### src/logic/astral_settings.svh
//////////////////////////////////////////////////////////////////////
// fixed chip-edge constants for the padframe and clock/reset block
// include wherever pad counts, register widths or the tick divider
// are needed
//////////////////////////////////////////////////////////////////////

`ifndef ASTRAL_SETTINGS_SVH
`define ASTRAL_SETTINGS_SVH

// 18 vertical plus 4 horizontal muxed pads
`define ASTRAL_NUM_PADS 22

`define ASTRAL_REG_ADDR_W 8
`define ASTRAL_REG_DATA_W 32

// reference cycles per real-time tick
`define ASTRAL_RT_DIV 100
`define ASTRAL_RST_SYNC_STAGES 2

`endif

### src/logic/astral_pad_pkg.sv
//////////////////////////////////////////////////////////////////////
// pad function encoding and per-pad vector types, shared by the
// configuration registers and the pad function mux
//////////////////////////////////////////////////////////////////////

`include "astral_settings.svh"

package astral_pad_pkg;

  // code 3 is reserved and rejected on write
  typedef enum logic [1:0] {
    PAD_FN_OFF  = 2'd0,
    PAD_FN_GPIO = 2'd1,
    PAD_FN_ALT  = 2'd2
  } pad_fn_e;

  // one bit per muxed pad
  typedef logic [`ASTRAL_NUM_PADS-1:0] pad_vec_t;

  typedef pad_fn_e [`ASTRAL_NUM_PADS-1:0] pad_fn_arr_t;

endpackage

### src/logic/astral_reg_pkg.sv
//////////////////////////////////////////////////////////////////////
// types for one configuration register access: opcode, address and
// data words as seen on the register bus
//////////////////////////////////////////////////////////////////////

`include "astral_settings.svh"

package astral_reg_pkg;

  typedef enum logic {
    REG_READ  = 1'b0,
    REG_WRITE = 1'b1
  } reg_op_e;

  // word address, one word per pad
  typedef logic [`ASTRAL_REG_ADDR_W-1:0] reg_addr_t;

  typedef logic [`ASTRAL_REG_DATA_W-1:0] reg_data_t;

endpackage

### src/logic/reg_bus_if.sv
//////////////////////////////////////////////////////////////////////
// register access bus between the top level and the pad config
// registers where ready is a single-cycle answer one cycle after valid
//////////////////////////////////////////////////////////////////////

`timescale 1ns/100ps

interface reg_bus_if;

  logic                      valid;
  astral_reg_pkg::reg_op_e   op;
  astral_reg_pkg::reg_addr_t addr;
  astral_reg_pkg::reg_data_t wdata;
  astral_reg_pkg::reg_data_t rdata;
  logic                      ready;
  logic                      error;

  // request side
  modport host (
    output valid, op, addr, wdata,
    input  rdata, ready, error
  );

  modport target (
    input  valid, op, addr, wdata,
    output rdata, ready, error
  );

endinterface

### src/logic/astral_clk_rst_strap.sv
//////////////////////////////////////////////////////////////////////
// chip-edge reset and timing control on the reference clock
// synchronizes the power-on reset, divides down a real-time tick
// and captures the boot straps once after each reset
//////////////////////////////////////////////////////////////////////

`timescale 1ns/100ps
`include "astral_settings.svh"

module astral_clk_rst_strap (
  input  logic       ref_clk_i,
  input  logic       arst_n_i,
  input  logic [1:0] boot_mode_pad_i,
  input  logic       secure_boot_pad_i,
  output logic       rst_n_o,
  output logic [1:0] boot_mode_o,
  output logic       secure_boot_o,
  output logic       strap_valid_o,
  output logic       rt_tick_o
);

  localparam int unsigned CNT_W = $clog2(`ASTRAL_RT_DIV);

  logic [`ASTRAL_RST_SYNC_STAGES-1:0] rst_sync_q;
  logic [CNT_W-1:0]                   rt_cnt_q;
  logic                               rst_n;

  //////////////////////////////////////////////////////////////////////
  // reset synchronizer
  //////////////////////////////////////////////////////////////////////

  // asserts asynchronously and releases once the last stage fills
  always_ff @(posedge ref_clk_i or negedge arst_n_i) begin
    if (!arst_n_i) begin
      rst_sync_q <= '0;
    end else begin
      rst_sync_q <= {rst_sync_q[`ASTRAL_RST_SYNC_STAGES-2:0], 1'b1};
    end
  end

  assign rst_n   = rst_sync_q[`ASTRAL_RST_SYNC_STAGES-1];
  assign rst_n_o = rst_n;

  //////////////////////////////////////////////////////////////////////
  // real-time tick
  //////////////////////////////////////////////////////////////////////

  always_ff @(posedge ref_clk_i or negedge rst_n) begin
    if (!rst_n) begin
      rt_cnt_q  <= '0;
      rt_tick_o <= 1'b0;
    end else if (rt_cnt_q == CNT_W'(`ASTRAL_RT_DIV - 1)) begin
      rt_cnt_q  <= '0;
      rt_tick_o <= 1'b1;
    end else begin
      rt_cnt_q  <= rt_cnt_q + 1'b1;
      rt_tick_o <= 1'b0;
    end
  end

  // strap capture on the first edge out of reset only
  always_ff @(posedge ref_clk_i or negedge rst_n) begin
    if (!rst_n) begin
      boot_mode_o   <= 2'b00;
      secure_boot_o <= 1'b0;
      strap_valid_o <= 1'b0;
    end else if (!strap_valid_o) begin
      boot_mode_o   <= boot_mode_pad_i;
      secure_boot_o <= secure_boot_pad_i;
      strap_valid_o <= 1'b1;
    end
  end

  // tick is a strobe and never a level
  assert property (@(posedge ref_clk_i) disable iff (!rst_n)
    rt_tick_o |=> !rt_tick_o);

endmodule

### src/logic/pad_cfg_regs.sv
//////////////////////////////////////////////////////////////////////
// per-pad function registers behind the register bus
// one word per pad where bad addresses and the reserved code answer
// with error and leave the configuration alone
//////////////////////////////////////////////////////////////////////

`timescale 1ns/100ps
`include "astral_settings.svh"

module pad_cfg_regs (
  input  logic                        ref_clk_i,
  input  logic                        rst_n_i,
  reg_bus_if.target                   reg_bus,
  output astral_pad_pkg::pad_fn_arr_t pad_fn_o
);

  localparam int unsigned IDX_W = $clog2(`ASTRAL_NUM_PADS);

  astral_pad_pkg::pad_fn_arr_t fn_q;
  logic                        accept;
  logic                        is_write;
  logic                        addr_ok;
  logic                        code_bad;
  logic [IDX_W-1:0]            idx;
  logic                        ready_q;
  logic                        error_q;
  astral_reg_pkg::reg_data_t   rdata_q;

  // the cycle with ready still belongs to the old access
  assign accept   = reg_bus.valid && !ready_q;
  assign is_write = (reg_bus.op == astral_reg_pkg::REG_WRITE);
  assign addr_ok  = (reg_bus.addr < astral_reg_pkg::reg_addr_t'(`ASTRAL_NUM_PADS));
  assign code_bad = is_write && (reg_bus.wdata[1:0] == 2'b11);
  assign idx      = reg_bus.addr[IDX_W-1:0];

  always_ff @(posedge ref_clk_i or negedge rst_n_i) begin
    if (!rst_n_i) begin
      ready_q <= 1'b0;
      error_q <= 1'b0;
      for (int i = 0; i < `ASTRAL_NUM_PADS; i++) begin
        fn_q[i] <= astral_pad_pkg::PAD_FN_OFF;
      end
    end else begin
      ready_q <= accept;
      error_q <= accept && (!addr_ok || code_bad);
      // update lands on the same edge that raises ready
      if (accept && is_write && addr_ok && !code_bad) begin
        fn_q[idx] <= astral_pad_pkg::pad_fn_e'(reg_bus.wdata[1:0]);
      end
    end
  end

  // upper bits and unmapped words read as zero
  always_ff @(posedge ref_clk_i) begin
    if (accept) begin
      rdata_q <= '0;
      if (!is_write && addr_ok) begin
        rdata_q[1:0] <= fn_q[idx];
      end
    end
  end

  assign reg_bus.ready = ready_q;
  assign reg_bus.error = error_q;
  assign reg_bus.rdata = rdata_q;
  assign pad_fn_o      = fn_q;

  //////////////////////////////////////////////////////////////////////
  // bus protocol checks
  //////////////////////////////////////////////////////////////////////

  assert property (@(posedge ref_clk_i) disable iff (!rst_n_i)
    reg_bus.ready |=> !reg_bus.ready);

  assert property (@(posedge ref_clk_i) disable iff (!rst_n_i)
    reg_bus.ready |-> $past(reg_bus.valid));

endmodule

### src/logic/pad_func_mux.sv
//////////////////////////////////////////////////////////////////////
// combinational padframe mux that sends each pad to GPIO, the
// alternate peripheral or off as its configured function selects
//////////////////////////////////////////////////////////////////////

`timescale 1ns/100ps
`include "astral_settings.svh"

module pad_func_mux (
  input  astral_pad_pkg::pad_fn_arr_t pad_fn_i,
  input  astral_pad_pkg::pad_vec_t    gpio_out_i,
  input  astral_pad_pkg::pad_vec_t    gpio_oe_i,
  input  astral_pad_pkg::pad_vec_t    alt_out_i,
  input  astral_pad_pkg::pad_vec_t    alt_oe_i,
  input  astral_pad_pkg::pad_vec_t    pad_in_i,
  output astral_pad_pkg::pad_vec_t    gpio_in_o,
  output astral_pad_pkg::pad_vec_t    alt_in_o,
  output astral_pad_pkg::pad_vec_t    pad_out_o,
  output astral_pad_pkg::pad_vec_t    pad_oe_o
);

  astral_pad_pkg::pad_vec_t off_mask;

  always_comb begin
    gpio_in_o = '0;
    alt_in_o  = '0;
    pad_out_o = '0;
    pad_oe_o  = '0;
    for (int i = 0; i < `ASTRAL_NUM_PADS; i++) begin
      unique case (pad_fn_i[i])
        astral_pad_pkg::PAD_FN_GPIO: begin
          pad_out_o[i] = gpio_out_i[i];
          pad_oe_o[i]  = gpio_oe_i[i];
          gpio_in_o[i] = pad_in_i[i];
        end
        astral_pad_pkg::PAD_FN_ALT: begin
          pad_out_o[i] = alt_out_i[i];
          pad_oe_o[i]  = alt_oe_i[i];
          alt_in_o[i]  = pad_in_i[i];
        end
        // off and the reserved code leave the pad undriven
        default: ;
      endcase
    end
  end

  // pads configured off for the output enable check
  always_comb begin
    for (int i = 0; i < `ASTRAL_NUM_PADS; i++) begin
      off_mask[i] = (pad_fn_i[i] == astral_pad_pkg::PAD_FN_OFF);
    end
  end

  always_comb begin
    assert final ((pad_oe_o & off_mask) == '0);
  end

endmodule

### src/logic/astral_io_wrap.sv
//////////////////////////////////////////////////////////////////////
// chip-edge wrapper around reset and tick control, boot straps and
// the configurable padframe, with register access on plain ports
//////////////////////////////////////////////////////////////////////

`timescale 1ns/100ps

module astral_io_wrap (
  input  logic                      ref_clk_i,
  input  logic                      arst_n_i,
  // boot straps
  input  logic [1:0]                boot_mode_pad_i,
  input  logic                      secure_boot_pad_i,
  output logic [1:0]                boot_mode_o,
  output logic                      secure_boot_o,
  output logic                      strap_valid_o,
  output logic                      rt_tick_o,
  // muxed pads and peripheral sides
  input  astral_pad_pkg::pad_vec_t  gpio_out_i,
  input  astral_pad_pkg::pad_vec_t  gpio_oe_i,
  input  astral_pad_pkg::pad_vec_t  alt_out_i,
  input  astral_pad_pkg::pad_vec_t  alt_oe_i,
  input  astral_pad_pkg::pad_vec_t  pad_in_i,
  output astral_pad_pkg::pad_vec_t  gpio_in_o,
  output astral_pad_pkg::pad_vec_t  alt_in_o,
  output astral_pad_pkg::pad_vec_t  pad_out_o,
  output astral_pad_pkg::pad_vec_t  pad_oe_o,
  // config register access
  input  logic                      reg_valid_i,
  input  astral_reg_pkg::reg_op_e   reg_op_i,
  input  astral_reg_pkg::reg_addr_t reg_addr_i,
  input  astral_reg_pkg::reg_data_t reg_wdata_i,
  output astral_reg_pkg::reg_data_t reg_rdata_o,
  output logic                      reg_ready_o,
  output logic                      reg_error_o
);

  logic                        rst_n;
  astral_pad_pkg::pad_fn_arr_t pad_fn;

  reg_bus_if reg_bus ();

  // host side of the register bus
  assign reg_bus.valid = reg_valid_i;
  assign reg_bus.op    = reg_op_i;
  assign reg_bus.addr  = reg_addr_i;
  assign reg_bus.wdata = reg_wdata_i;
  assign reg_rdata_o   = reg_bus.rdata;
  assign reg_ready_o   = reg_bus.ready;
  assign reg_error_o   = reg_bus.error;

  //////////////////////////////////////////////////////////////////////
  // clock and reset
  //////////////////////////////////////////////////////////////////////

  astral_clk_rst_strap i_clk_rst_strap (
    .ref_clk_i         ( ref_clk_i         ),
    .arst_n_i          ( arst_n_i          ),
    .boot_mode_pad_i   ( boot_mode_pad_i   ),
    .secure_boot_pad_i ( secure_boot_pad_i ),
    .rst_n_o           ( rst_n             ),
    .boot_mode_o       ( boot_mode_o       ),
    .secure_boot_o     ( secure_boot_o     ),
    .strap_valid_o     ( strap_valid_o     ),
    .rt_tick_o         ( rt_tick_o         )
  );

  //////////////////////////////////////////////////////////////////////
  // padframe
  //////////////////////////////////////////////////////////////////////

  pad_cfg_regs i_pad_cfg_regs (
    .ref_clk_i ( ref_clk_i ),
    .rst_n_i   ( rst_n     ),
    .reg_bus   ( reg_bus   ),
    .pad_fn_o  ( pad_fn    )
  );

  pad_func_mux i_pad_func_mux (
    .pad_fn_i   ( pad_fn     ),
    .gpio_out_i ( gpio_out_i ),
    .gpio_oe_i  ( gpio_oe_i  ),
    .alt_out_i  ( alt_out_i  ),
    .alt_oe_i   ( alt_oe_i   ),
    .pad_in_i   ( pad_in_i   ),
    .gpio_in_o  ( gpio_in_o  ),
    .alt_in_o   ( alt_in_o   ),
    .pad_out_o  ( pad_out_o  ),
    .pad_oe_o   ( pad_oe_o   )
  );

endmodule

### config.mk
export PLATFORM = sky130hd
export DESIGN_NAME = astral_io_wrap
export DESIGN_NICKNAME = d
export VERILOG_FILES = /design/src/logic/astral_pad_pkg.sv /design/src/logic/astral_reg_pkg.sv /design/src/logic/reg_bus_if.sv /design/src/logic/astral_clk_rst_strap.sv /design/src/logic/pad_cfg_regs.sv /design/src/logic/pad_func_mux.sv /design/src/logic/astral_io_wrap.sv
export VERILOG_INCLUDE_DIRS = /design/src /design/src/logic
export SDC_FILE = /design/constraint.sdc
export NUM_CORES = 1
export LEC_CHECK = 0
export BUFFER_PORTS_ARGS = -buffer_cell sky130_fd_sc_hd__buf_2
export CAP_MARGIN = 10
export CELL_PAD_IN_SITES_DETAIL_PLACEMENT = 0
export CELL_PAD_IN_SITES_GLOBAL_PLACEMENT = 1
export CORE_ASPECT_RATIO = 0.8
export CORE_MARGIN = 4
export CORE_UTILIZATION = 31
export DETAILED_ROUTE_END_ITERATION = 10
export GPL_ROUTABILITY_DRIVEN = 0
export GPL_TIMING_DRIVEN = 0
export PLACE_DENSITY = 0.92
export SYNTH_ARGS = -nofsm -noshare
export SYNTH_HDL_FRONTEND = slang
export SYNTH_HIERARCHICAL = 1
export SYNTH_SLANG_ARGS = --single-unit
export TNS_END_PERCENT = 10
### constraint.sdc
create_clock -name ref_clk_i -period 2.43 [get_ports ref_clk_i]
set_clock_uncertainty 0.05 [all_clocks]
set_input_delay 0 -clock ref_clk_i [delete_from_list [all_inputs] [get_ports ref_clk_i]]
set_output_delay 0 -clock ref_clk_i [all_outputs]
set_load 0.05 [all_outputs]
Yosys cells after proc, flatten, opt, wreduce, memory -nomap -nowiden
Index checks and enable logic that the tools add are counted.
{"block": "totals", "out_inout_bits": 127, "regBits": 62, "inputBits": 157}
{"block": "classes", "reduce_logical": 13, "mux": 95, "eq_ne": 46, "magnitude_cmp": 3, "add_sub_neg": 1}
{"cell": "one-hot mux 1 bit (2 select lines)", "n": 44}
{"cell": "== test 2 bit (second input constant)", "n": 23}
{"cell": "two-way mux 1 bit", "n": 45}
{"cell": "bitwise mux 44 bit", "n": 1}
{"cell": "== test 2 x 1 -> 1 bit (second input constant)", "n": 22}
{"cell": "binary-select mux 2 bit (select 5 bit)", "n": 1}
{"cell": "demux 2 bit (select 5 bit)", "n": 1}
{"cell": "logical AND 1 bit", "n": 8}
{"cell": "less-than comparator 8 x 5 -> 1 bit (second input constant)", "n": 1}
{"cell": "adder 7 x 1 -> 7 bit (second input constant)", "n": 1}
{"cell": "== test 7 bit (second input constant)", "n": 1}
{"cell": "two-way mux 7 bit", "n": 1}
{"cell": "less-than comparator 5 x 6 -> 1 bit (second input constant)", "n": 1}
{"cell": "greater-or-equal comparator 5 x 1 -> 1 bit (second input constant)", "n": 1}
{"cell": "logical NOT 1 bit", "n": 4}
{"cell": "two-way mux 2 bit", "n": 2}
{"cell": "logical OR 1 bit", "n": 1}

Logic depth before layout (Yosys ltp)
Gate-level depths: netlist of run 1.
{"block": "depth", "word_depth": 5, "ltp_mapped": 6, "ltp_nobuf": 4}

By module
The synthesis of run 1 kept the hierarchy.
{"mod": "pad_cfg_regs", "area_each_um2": 2696.3, "instances": 1, "seq_area_each_um2": 1211.2, "cells_each": 231}
{"mod": "pad_func_mux", "area_each_um2": 1490.2, "instances": 1, "seq_area_each_um2": 0.0, "cells_each": 220}
{"mod": "astral_clk_rst_strap", "area_each_um2": 558.0, "instances": 1, "seq_area_each_um2": 350.3, "cells_each": 40}

Worst setup path before layout of run 1
Ideal clock, no wire load.
{"block": "synth_timing", "path_kind": "reg-to-reg", "startpoint": "register i_pad_cfg_regs.ready_q (netlist: i_pad_cfg_regs/reg_bus.ready)", "endpoint": "register i_pad_cfg_regs.fn_q (netlist bit i_pad_cfg_regs/pad_fn_o[0])", "slack_ps": 407, "path_stages_with_launch": 6, "path_buffers": 1, "synth_period_minus_slack_ps": 2023, "t_arrival_ps": 1845, "path_cell_list": "dfrtp_1 > nor2b_1 > and3_1 > buf_1 > nand4_1 > mux2_1"}
{"block": "synth_between", "elab_chain_cells": 5}
{"item": "from (decl)", "line": "pad_cfg_regs.sv:25", "source": "logic ready_q;"}
{"item": "from (signal assigned)", "line": "pad_cfg_regs.sv:44", "source": "ready_q <= accept;"}
{"item": "logical NOT 1 bit", "line": "pad_cfg_regs.sv:30", "source": "assign accept = reg_bus.valid && !ready_q;"}
{"item": "logical AND 1 bit", "line": "pad_cfg_regs.sv:30"}
{"item": "via i_pad_cfg_regs.accept", "line": "pad_cfg_regs.sv:20", "source": "logic accept;"}
{"item": "logical AND 1 bit (3 in a row)", "line": "pad_cfg_regs.sv:47", "source": "if (accept && is_write && addr_ok && !code_bad) begin"}
{"item": "to (signal, indexed assignment)", "line": "pad_cfg_regs.sv:41", "source": "fn_q[i] <= astral_pad_pkg::PAD_FN_OFF;"}
{"item": "to (signal, indexed assignment)", "line": "pad_cfg_regs.sv:48", "source": "fn_q[idx] <= astral_pad_pkg::pad_fn_e'(reg_bus.wdata[1:0]);"}
{"item": "to (decl)", "line": "pad_cfg_regs.sv:19", "source": "astral_pad_pkg::pad_fn_arr_t fn_q;"}
The timed path passes the listed nets, and every way through them passes these cells.
A chain may end at the register's enable or synchronous reset.

Final worst setup path of run 1
Ends and elaborated chain as after synthesis.

==> results of run 1 <==
[power by group through the flow]
stage               clock network [W]  registers (W)  logic, W
finish                        0.00118        0.00108  0.000480
global placement                    0        0.00111  0.000448
detailed placement                  0        0.00110  0.000465
CTS                           0.00121        0.00108  0.000479
floorplan                           0        0.00114  0.000263
global route                  0.00127        0.00109  0.000519
[cells in the final DEF, fill, tap and decap left out, types with 3 or more instances in the layout]
cell type	synthesis	layout
a22oi_1	46	46
mux2i_1	11	11
mux2_2	45	45
nand4b_1	4	4
clkbuf_16	0	9
o21ai_0	4	4
and2_1	42	42
buf_4	31	31
dfrtp_1	60	59
dlygate4sd3_1	0	10
nand3_1	19	19
or3b_2	3	3
mux4_2	6	6
buf_2	2	225
nand2b_1	4	4
inv_1	44	44
a31oi_1	4	4
clkbuf_1	6	6
ha_1	45	45
clkinvlp_4	0	3
buf_1	3	3
conb_1	2	32
nor2_1	65	65
xnor2_1	3	3
nand2_1	4	4
nor2b_1	5	5
nand4_1	4	4
o22ai_1	4	4
and2_2	3	3
[synth_stat cells]
cell type	n	share of area, %
nand4_1	4	0.53
o22ai_1	4	0.53
a31oi_1	4	0.53
nand2b_1	4	0.53
clkbuf_1	6	0.47
or3b_2	3	0.55
or3_1	1	0.13
inv_1	44	3.5
or3_4	1	0.24
a2111oi_4	1	0.58
nor3_1	1	0.11
buf_4	31	4.9
and3_2	1	0.16
edfxtp_1	2	1.3
buf_6	2	0.47
conb_1	2	0.16
nor2_8	1	0.42
nor2_1	65	5.1
nor3_2	1	0.21
mux2i_1	11	2.3
and2_1	42	5.5
mux4_2	6	2.8
nand2_1	4	0.32
nand4b_1	4	0.74
ha_1	45	12
a21boi_0	1	0.16
buf_2	2	0.21
xnor2_1	3	0.55
a22oi_1	46	7.3
and3_1	1	0.13
nor2b_2	1	0.18
nand3b_1	1	0.16
clkbuf_2	1	0.11
nor3b_1	1	0.16
nand3_1	19	2.0
o21ai_0	4	0.42
dfrtp_1	60	32
buf_1	3	0.24
a21o_1	1	0.16
mux2_2	45	11
mux2_1	2	0.47
nor2b_1	5	0.66
and2_2	3	0.47
nor2_2	2	0.26
[kinds of logic (layout without fill, tap and decap cells)]
logic type / count (synthesis) / in the layout / share of synthesized area (%)
simple gates: 165 / 165 / 18.6
buf+inv: 89 / 339 / 9.89
mux: 64 / 64 / 16.3
flops: 62 / 62 / 32.9
compound gates: 61 / 61 / 9.65
fa+ha+maj: 45 / 45 / 11.9
xor+xnor: 3 / 3 / 0.554
other cells: 2 / 34 / 0.158
[flip-flops by register name, summed over array words and instances, names as in the netlist]
name / count
i_pad_cfg_regs/reg_bus.ready: 1
i_clk_rst_strap/secure_boot_o: 1
i_pad_cfg_regs/pad_fn_o: 44
i_pad_cfg_regs/reg_bus.error: 1
i_clk_rst_strap/rt_tick_o: 1
i_clk_rst_strap/strap_valid_o: 1
i_clk_rst_strap/boot_mode_o: 2
i_clk_rst_strap/rst_sync_q: 2
i_clk_rst_strap/rt_cnt_q: 7
i_pad_cfg_regs/reg_bus.rdata: 2
[repair_timing]
| item | in CTS | in global routing |
|---|---|---|
| buffers inserted | 0 | 0 |
| hold endpoints to repair | 11 | 0 |
| hold buffers | 10 | 0 |
[worst min path at each step]
stage / startpoint / depth (start not counted) / slack (ps) / to
2_1_floorplan: arst_n_i / 0 / -350 / i_clk_rst_strap/rst_sync_q[0]
3_3_place_gp: arst_n_i / 1 / -260 / i_clk_rst_strap/rst_sync_q[0]
3_5_place_dp: arst_n_i / 1 / -260 / i_clk_rst_strap/rst_sync_q[0]
4_1_cts: reg_addr_i[5] / 4 / 110 / i_pad_cfg_regs/pad_fn_o[9]
5_1_grt: reg_addr_i[5] / 4 / 140 / i_pad_cfg_regs/pad_fn_o[25]
6_report: reg_addr_i[5] / 4 / 120 / i_pad_cfg_regs/pad_fn_o[32]
[routing by layer]
metal  track usage, %  wire length, um  part of all wire, %  up-vias
met5                0               35                 0.27        -
met4             3.06              129                  1.0        6
met3             3.49             1130                  8.8       16
met2             23.5             6050                   47      172
met1             19.0             5400                   42     2012
li1                 -                -                    -     2190
[tightest hold or removal path: stages]
cell and delay, ps:
buf_2 110, a2111oi_4 60, nand4b_1 130, mux2_2 160
[area by class of cell]
class                           count  area share (%)
Inverter                           44            2.49
Multi-Input combinational cell    370            42.7
Buffer                             45            4.59
Clock inverter                      6           0.680
Sequential cell                    62            23.6
Tap cell                          189            3.57
Antenna cell                        2          0.0756
Clock buffer                       10            3.61
Timing Repair Buffer              234            18.7
[through the flow]
stage | TNS (ps) | total power, W | instances | setup WS, ps | utilization (%)
floorplan | 0 | 0.00140 | 521 | 407 | -
global placement | -6310 | 0.00156 | 933 | -112 | 41.4
detailed placement | 0 | 0.00157 | 934 | 234 | 41.5
CTS | 0 | 0.00278 | 960 | 222 | 44.1
global route | 0 | 0.00287 | 962 | 65.7 | 44.1
finish | 0 | 0.00274 | 962 | 178 | 44.1
==> flow_summary.ini, run 1 <==
[clock_network]
clock_path_buffers = 2
clk_pin_slew_ps = 50
cts.sinks = 62
ctsHtreeMaxLevel = 3
cts_tree = built
worstSkewPairLatency_ps = 320
cts_root_buffer = clkbuf_16
ctsResizeCount = 0
numCtsBuffers = 9

[hold_path]
holdCritPathClass = in2reg

[finish]
register_area_sq_um = 1560
nNetsFinal = 968
final.fill_count = 1484
design_area_sq_um = 6620
drive_gt1_share_pct = 44.4
syn2layout_area_growth_pct = 39.5
multi_input_area_sq_um = 2830

[yosys]
ys_ff_latch = 62
avgSynthCellArea_sq_um = 9.66
synth_area_sq_um = 4740
yosysWarnings = 6
syn_inst = 491
seq_area_frac_synth_pct = 32.9
ys_types = 44

[routing]
vias = 4396
drtIter0Drc = 170
wire_per_inst_um = 13.2
routed_wl_um = 12700
drc_errors = 0
dr.pass1.iters = 4
ant_nets = 0
vias_per_cell = 4.57

[placed_design]
dp_hpwl_um = 10600
placed_area_sq_um = 6230
portBuffers = 223

[timing]
hold_viol = 0
drv_slew = 0
rsz0062_at_grt = false
finalCritPeriodShare_pct = 92.7
max_freq_mhz = 444
worst_slew_margin_rel_pct = 55.9
tightest_slew_ps = 661
period_minus_slack_ps = 2250
setup_violations = 0
fin_hold_ws_ps = 121

[power_and_ir_drop]
swShare_pct = 28.3
p_comb_share_pct = 17.5
peakVddDrop_v = 0.000501
switching_power_w = 0.000777
p_per_area_nw_per_um2 = 414
power.internal_w = 0.00196
p_leak_nw = 3.36
clkPwrFrac_pct = 43.0
power_frac_seq_pct = 39.5

[critical_path]
critPathMaxFanout = 10
cp.depth = 5
worstPathRequired_ps = 2580
crit_family = simple AND/OR/NAND/NOR gates
worstReg2RegStart = i_pad_cfg_regs/reg_bus.ready
rrSetupSlack_ps = 180
path_buf_inv = 1
crit_end = i_pad_cfg_regs/pad_fn_o[0]
crit_start = i_pad_cfg_regs/reg_bus.ready
crit_chain = nor2b_1 > and3_1 > buf_1 > nand4_1 > mux2_1
r2r_cells = 5
crit_path_top_delay_cell = buf_1
arrival_ps = 2400
worstSetupStartpointType = flip-flop
crit_type = reg2reg
critPathCaptureType = flip-flop
critPathMaxStageDelay_ps = 410
r2r-end = i_pad_cfg_regs/pad_fn_o[0]

[die]
core_area_sq_um = 15000
fp.dieH_um = 119
rows = 40
die_area_sq_um = 17400
start_util_pct = 31.6
ios = 284
fp.dieW_um = 146

[global_routing]
grt_pass1_wl_um = 20700
grt_antenna_before_repair = 5
grt_max_degree = 31
globalRouteTotalUtil_pct = 14.3
overflow = 0
grt_pass1_vias = 4182

[run_status]
status = completed

[run]
drv_cap = 0
(Power assumes the default switching activity.)
==> run 2, diff against run 1 <==
Settings changed: ABC_CLOCK_PERIOD_IN_PS set to 2430, SLEW_MARGIN set to 20, SYNTH_HIERARCHICAL 1 to not set.
==> run 2 against run 1 <==
Effect of this change:
- core utilization grew 0.23 points
- sequential cell count is the same
- first-iteration DRC count shrank 7.1%
- synthesized area shrank 0.26%
- global-route usage grew 0.73 points
- die area shrank 0.25%
- final area grew 0.19%
- final cell count grew 0.62%
- fmax grew 0.24%
- critical path depth is the same
- wire length grew 3.5%
- largest cell class unchanged
==> flow_summary.ini, run 2 <==
[die]
die_area_sq_um = 17300
ios = 284
rows = 40
start_util_pct = 31.6
fp.dieH_um = 119
fp.dieW_um = 146
core_area_sq_um = 15000

[clock_network]
cts.sinks = 62
clk_pin_slew_ps = 50
worstSkewPairLatency_ps = 330
numCtsBuffers = 9
cts_root_buffer = clkbuf_16
clock_path_buffers = 2
ctsHtreeMaxLevel = 3
postCtsSetupBuffers = 0
cts_tree = built

[timing]
setup_violations = 0
drv_slew = 0
finalCritPeriodShare_pct = 92.4
tightest_slew_ps = 626
max_freq_mhz = 445
worst_slew_margin_rel_pct = 57.9
rsz0062_at_grt = false
period_minus_slack_ps = 2250
hold_viol = 0
final.setup.worst_slack_ps = 183

[routing]
vias = 4442
wire_per_inst_um = 13.6
drc_errors = 0
routed_wl_um = 13200
dr.pass1.iters = 4
ant_nets = 0
drtIter0Drc = 158
vias_per_cell = 4.59

[critical_path]
worstSetupStartpointType = flip-flop
r2r-end = i_pad_cfg_regs.pad_fn_o[15]
rrSetupSlack_ps = 180
arrival_ps = 2400
critPathMaxFanout = 10
r2r_cells = 5
worstReg2RegStart = i_pad_cfg_regs.reg_bus.ready
worstPathRequired_ps = 2590
crit_type = reg2reg
critPathCaptureType = flip-flop

[yosys]
ys.flop_type = dfrtp_1
yosysMostFrequentCell = dfrtp_1
synthSimpleGateAreaFrac_pct = 18.4
synth_top_family_by_area = simple AND/OR/NAND/NOR gates
ys_types = 46
synth_area_sq_um = 4730
synth_xor_area_share_pct = 0.555
synthTopCellsByCount = dfrtp_1 (60), nor2_1 (52), and2_1 (45), ha_1 (45), inv_1 (45)
ys_ff_latch = 62
synth_mux_area_share_pct = 15.5
yosysWarnings = 0
yosys-top-cells-area = dfrtp_1 (32%), ha_1 (12%), mux2_1 (10%)
synth-adder-area-share_pct = 11.9
yosysTopAreaCell = dfrtp_1
async_flop_share_pct = 96.8
synth_compound_area_share_pct = 10.5
syn_inst = 499
synth-edff-count = 2
synth_top_area_share_pct = 31.7
avgSynthCellArea_sq_um = 9.48
seq_area_frac_synth_pct = 33.0

[global_routing]
globalRouteTotalUtil_pct = 15.0
grt_pass1_vias = 4296
grt_antenna_before_repair = 0
overflow = 0
grt_max_degree = 59
grt_pass1_wl_um = 21300

[finish]
stdcell_count = 968
final_core_util_pct = 44.3
design_area_sq_um = 6630
final.fill_count = 1482
diodes = 0
drive_gt1_share_pct = 36.8
final_common_cell = buf_2
final_cell_mix = buf_2 (231), dfrtp_1 (59), nor2_1 (52)
largest_reg_flops = 44
nNetsFinal = 976
syn2layout_area_growth_pct = 40.2

[power_and_ir_drop]
p_per_area_nw_per_um2 = 427
peakVddDrop_v = 0.000596
total_power_w = 0.00283
p_leak_nw = 3.38

[hold_path]
whs_endpoint = i_pad_cfg_regs.pad_fn_o[28]
min-delay-start = reg_addr_i[0]
holdCritPathClass = in2reg
whs_path_depth = 4

[placed_design]
portBuffers = 223
dp_slack_ps = 56.9
dp_hpwl_um = 11000
placed_area_sq_um = 6230
dp_cells = 942

[run]
drv_cap = 0

[run_status]
status = completed
[run 2: report_power, final]
group / leakage, nW / total, W / internal (W) / switching [W]
clock: 0.152 / 0.00126 / 0.000842 / 0.000422
sequential: 0.830 / 0.00108 / 0.00106 / 0.0000165
combinational: 2.40 / 0.000492 / 0.000182 / 0.000309
total: 3.38 / 0.00283 / 0.00208 / 0.000748
[run 2: cell type report]
type	count	area, sq um	share of cell area (%)
plain buffers	47	299	4.51
clock buffers	12	256	3.87
clock inverters	4	45.0	0.679
inverters	46	173	2.60
multi-input cells	374	2810	42.4
flip-flops and latches	62	1570	23.6
well taps	189	236	3.57
repair buffers	234	1240	18.8
[run 2: timing repair]
action	CTS	global route
hold buffers	10	0
gates resized for setup	0	1
endpoints found under the hold margin	13	0
endpoints found under the setup margin	0	4
[run 2: how the worst max path moves through the flow]
stage | start | end | cells after the start
floorplan | i_pad_cfg_regs.reg_bus.ready | i_pad_cfg_regs.pad_fn_o[14] | 5
global placement | i_clk_rst_strap.rst_sync_q[1] | i_pad_cfg_regs.pad_fn_o[6] | 0
detailed placement | i_pad_cfg_regs.reg_bus.ready | i_pad_cfg_regs.pad_fn_o[15] | 5
CTS | i_pad_cfg_regs.reg_bus.ready | i_pad_cfg_regs.pad_fn_o[15] | 5
global route | i_pad_cfg_regs.reg_bus.ready | i_pad_cfg_regs.pad_fn_o[40] | 5
finish | i_pad_cfg_regs.reg_bus.ready | i_pad_cfg_regs.pad_fn_o[15] | 5
[run 2: worst max-delay path, cell delays in order (launching register included)]
cell	delay, ps
dfrtp_1	380
nor2b_2	300
nand3_1	230
buf_2	250
nor4_1	540
mux2_1	380
[run 2: logic make-up (layout without fill, tap and decap cells)]
| group | count (synthesis) | after routing |
|---|---|---|
| flops | 62 | 62 |
| simple gates | 161 | 161 |
| fa+ha+maj | 45 | 45 |
| other cells | 2 | 32 |
| mux | 65 | 65 |
| xor+xnor | 3 | 3 |
| compound gates | 68 | 68 |
| buf+inv | 93 | 343 |
[run 2: through the flow]
step                hold WS (ps)  setup TNS [ps]
finish                       132               0
global placement            -264           -2140
detailed placement          -260               0
floorplan                   -346               0
CTS                          111               0
global route                 147               0
[run 2: layer usage]
metal	global-route usage [%]	vias to the layer above	share of wire, %
li1	-	2254	-
met2	25.5	169	49
met4	3.17	0	0.53
met5	0	-	0
met3	4.22	4	7.0
met1	19.0	2015	44
==> run 3, diff against run 2 <==
Settings changed: CORE_UTILIZATION 31 to 32, CTS_BUF_LIST set to sky130_fd_sc_hd__clkbuf_8, PLACE_DENSITY 0.92 to 0.94.
==> run 3 against run 2 <==
Effect of this change:
- clock-buffer cell count decreased by 1
- combinational power barely moved
- fmax is 0.30% lower
- die area shrank 2.9%
- critical path depth unchanged
- global-route usage increased by 0.40 points
- highest routed layer unchanged
- largest cell class unchanged
==> flow_summary.ini, run 3 (synthesis results as in run 2) <==
[critical_path]
path_buf_inv = 1
crit_type = reg2reg
worstPathRequired_ps = 2600
critPathCaptureType = flip-flop
crit_chain = nor2b_2 > nand3_1 > buf_2 > nor4_1 > mux2_1
worstSetupStartpointType = flip-flop
crit_family = simple AND/OR/NAND/NOR gates
critPathMaxStageDelay_ps = 510
crit_path_top_delay_cell = nor4_1
arrival_ps = 2420
critPathMaxFanout = 10

[finish]
syn2layout_area_growth_pct = 37.2
drive_gt1_share_pct = 36.5
final.fill_count = 1447
final_common_cell = buf_2
largest_reg_flops = 44
nNetsFinal = 976
diodes = 0
design_area_sq_um = 6490
final_core_util_pct = 45.1
final_cell_mix = buf_2 (231), dfrtp_1 (59), nor2_1 (52)

[die]
fp.dieH_um = 117
die_area_sq_um = 16800
start_util_pct = 32.9
core_area_sq_um = 14400
fp.dieW_um = 144
rows = 39
ios = 284

[routing]
dr.pass1.iters = 5
vias_per_cell = 4.64
vias = 4464
ant_nets = 0
wire_per_inst_um = 14.0
routed_wl_um = 13400
drc_errors = 0
drtIter0Drc = 189

[placed_design]
dp_hpwl_um = 11100
portBuffers = 223
placed_area_sq_um = 6220

[global_routing]
grt_max_degree = 59
overflow = 0
grt_antenna_before_repair = 0
grt_pass1_vias = 4266
grt_pass1_wl_um = 20500
globalRouteTotalUtil_pct = 15.4

[timing]
max_freq_mhz = 444
worst_slew_margin_rel_pct = 54.5
tns_ps = 0
hold_viol = 0
finalCritPeriodShare_pct = 92.7
rsz0062_at_grt = false
drv_slew = 0
period_minus_slack_ps = 2250
tightest_slew_ps = 676
fin_hold_ws_ps = 108
setup_violations = 0

[run_status]
status = completed

[clock_network]
clock_path_buffers = 2
ctsHtreeMaxLevel = 3
cts.sinks = 62
cts_tree = built
cts_root_buffer = clkbuf_8
postCtsSetupBuffers = 0
worstSkewPairLatency_ps = 340
clk_pin_slew_ps = 60
numCtsBuffers = 9

[run]
drv_cap = 0

[power_and_ir_drop]
peakVddDrop_v = 0.000383
p_leak_nw = 3.33
p_per_area_nw_per_um2 = 361

[hold_path]
holdCritPathClass = in2reg
run 3: changes by cell type in the layout (fill, tap and decap cells not counted):
| cell | previous run | this run |
|---|---|---|
| clkbuf_1 | 10 | 9 |
| clkinv_2 | 3 | 1 |
| clkbuf_16 | 9 | 0 |
| inv_1 | 45 | 48 |
| bufinv_16 | 1 | 0 |
| clkbuf_8 | 2 | 11 |
run 3: timing repair:
action / CTS / global route
endpoints found under the hold margin: 13 / 0
gates resized for setup: 0 / 1
endpoints found under the setup margin: 0 / 8
hold buffers: 10 / 0
run 3: layer usage:
| layer | GRT usage [%] | share of wire (%) |
|---|---|---|
| met4 | 2.51 | 0.41 |
| met2 | 26.5 | 48 |
| met3 | 5.08 | 9.4 |
| met5 | 0 | 0 |
| met1 | 19.2 | 42 |
run 3: final timing paths:
path | end | slack [ps] | startpoint | depth (start not counted)
hold / removal | i_pad_cfg_regs.pad_fn_o[28] | 110 | reg_addr_i[0] | 4
hold reg to reg | i_clk_rst_strap.rt_cnt_q[0] | 270 | i_clk_rst_strap.rst_sync_q[1] | 1
setup / recovery | i_pad_cfg_regs.pad_fn_o[14] | 180 | i_pad_cfg_regs.reg_bus.ready | 5
setup reg to reg | i_pad_cfg_regs.pad_fn_o[14] | 180 | i_pad_cfg_regs.reg_bus.ready | 5
min in group asynchronous | i_clk_rst_strap.rt_cnt_q[0] | 270 | i_clk_rst_strap.rst_sync_q[1] | 1
max in group asynchronous | i_clk_rst_strap.rst_sync_q[1] | 1730 | arst_n_i | 3
run 3: metrics by stage:
step / instances / power [W] / setup WS (ps)
global placement: 936 / 0.00156 / -60.5
detailed placement: 937 / 0.00157 / 74.5
global route: 962 / 0.00246 / 36.1
CTS: 962 / 0.00237 / 55.9
floorplan: 529 / 0.00140 / 329
finish: 962 / 0.00235 / 177
run 3: worst reg2reg max path, stage by stage (launching register included):
cell and delay, ps:
dfrtp_1 390, nor2b_2 320, nand3_1 230, buf_2 240
nor4_1 510, mux2_1 380
run 3: power by group:
group          internal (W)  total (W)  switching [W]
Combinational      0.000182   0.000492       0.000309
Sequential          0.00106    0.00107      0.0000163
Clock              0.000407   0.000780       0.000373
Total               0.00165    0.00235       0.000699
run 3: area by class of cell:
type / instances / area (sq um) / share of cell area (%)
clock inverter: 4 / 16.3 / 0.251
clock buffer: 11 / 151 / 2.33
buffer: 47 / 299 / 4.61
inverter: 46 / 173 / 2.66
timing repair buffer: 234 / 1240 / 19.2
multi-input combinational: 374 / 2810 / 43.3
tap: 184 / 230 / 3.55
sequential: 62 / 1570 / 24.1
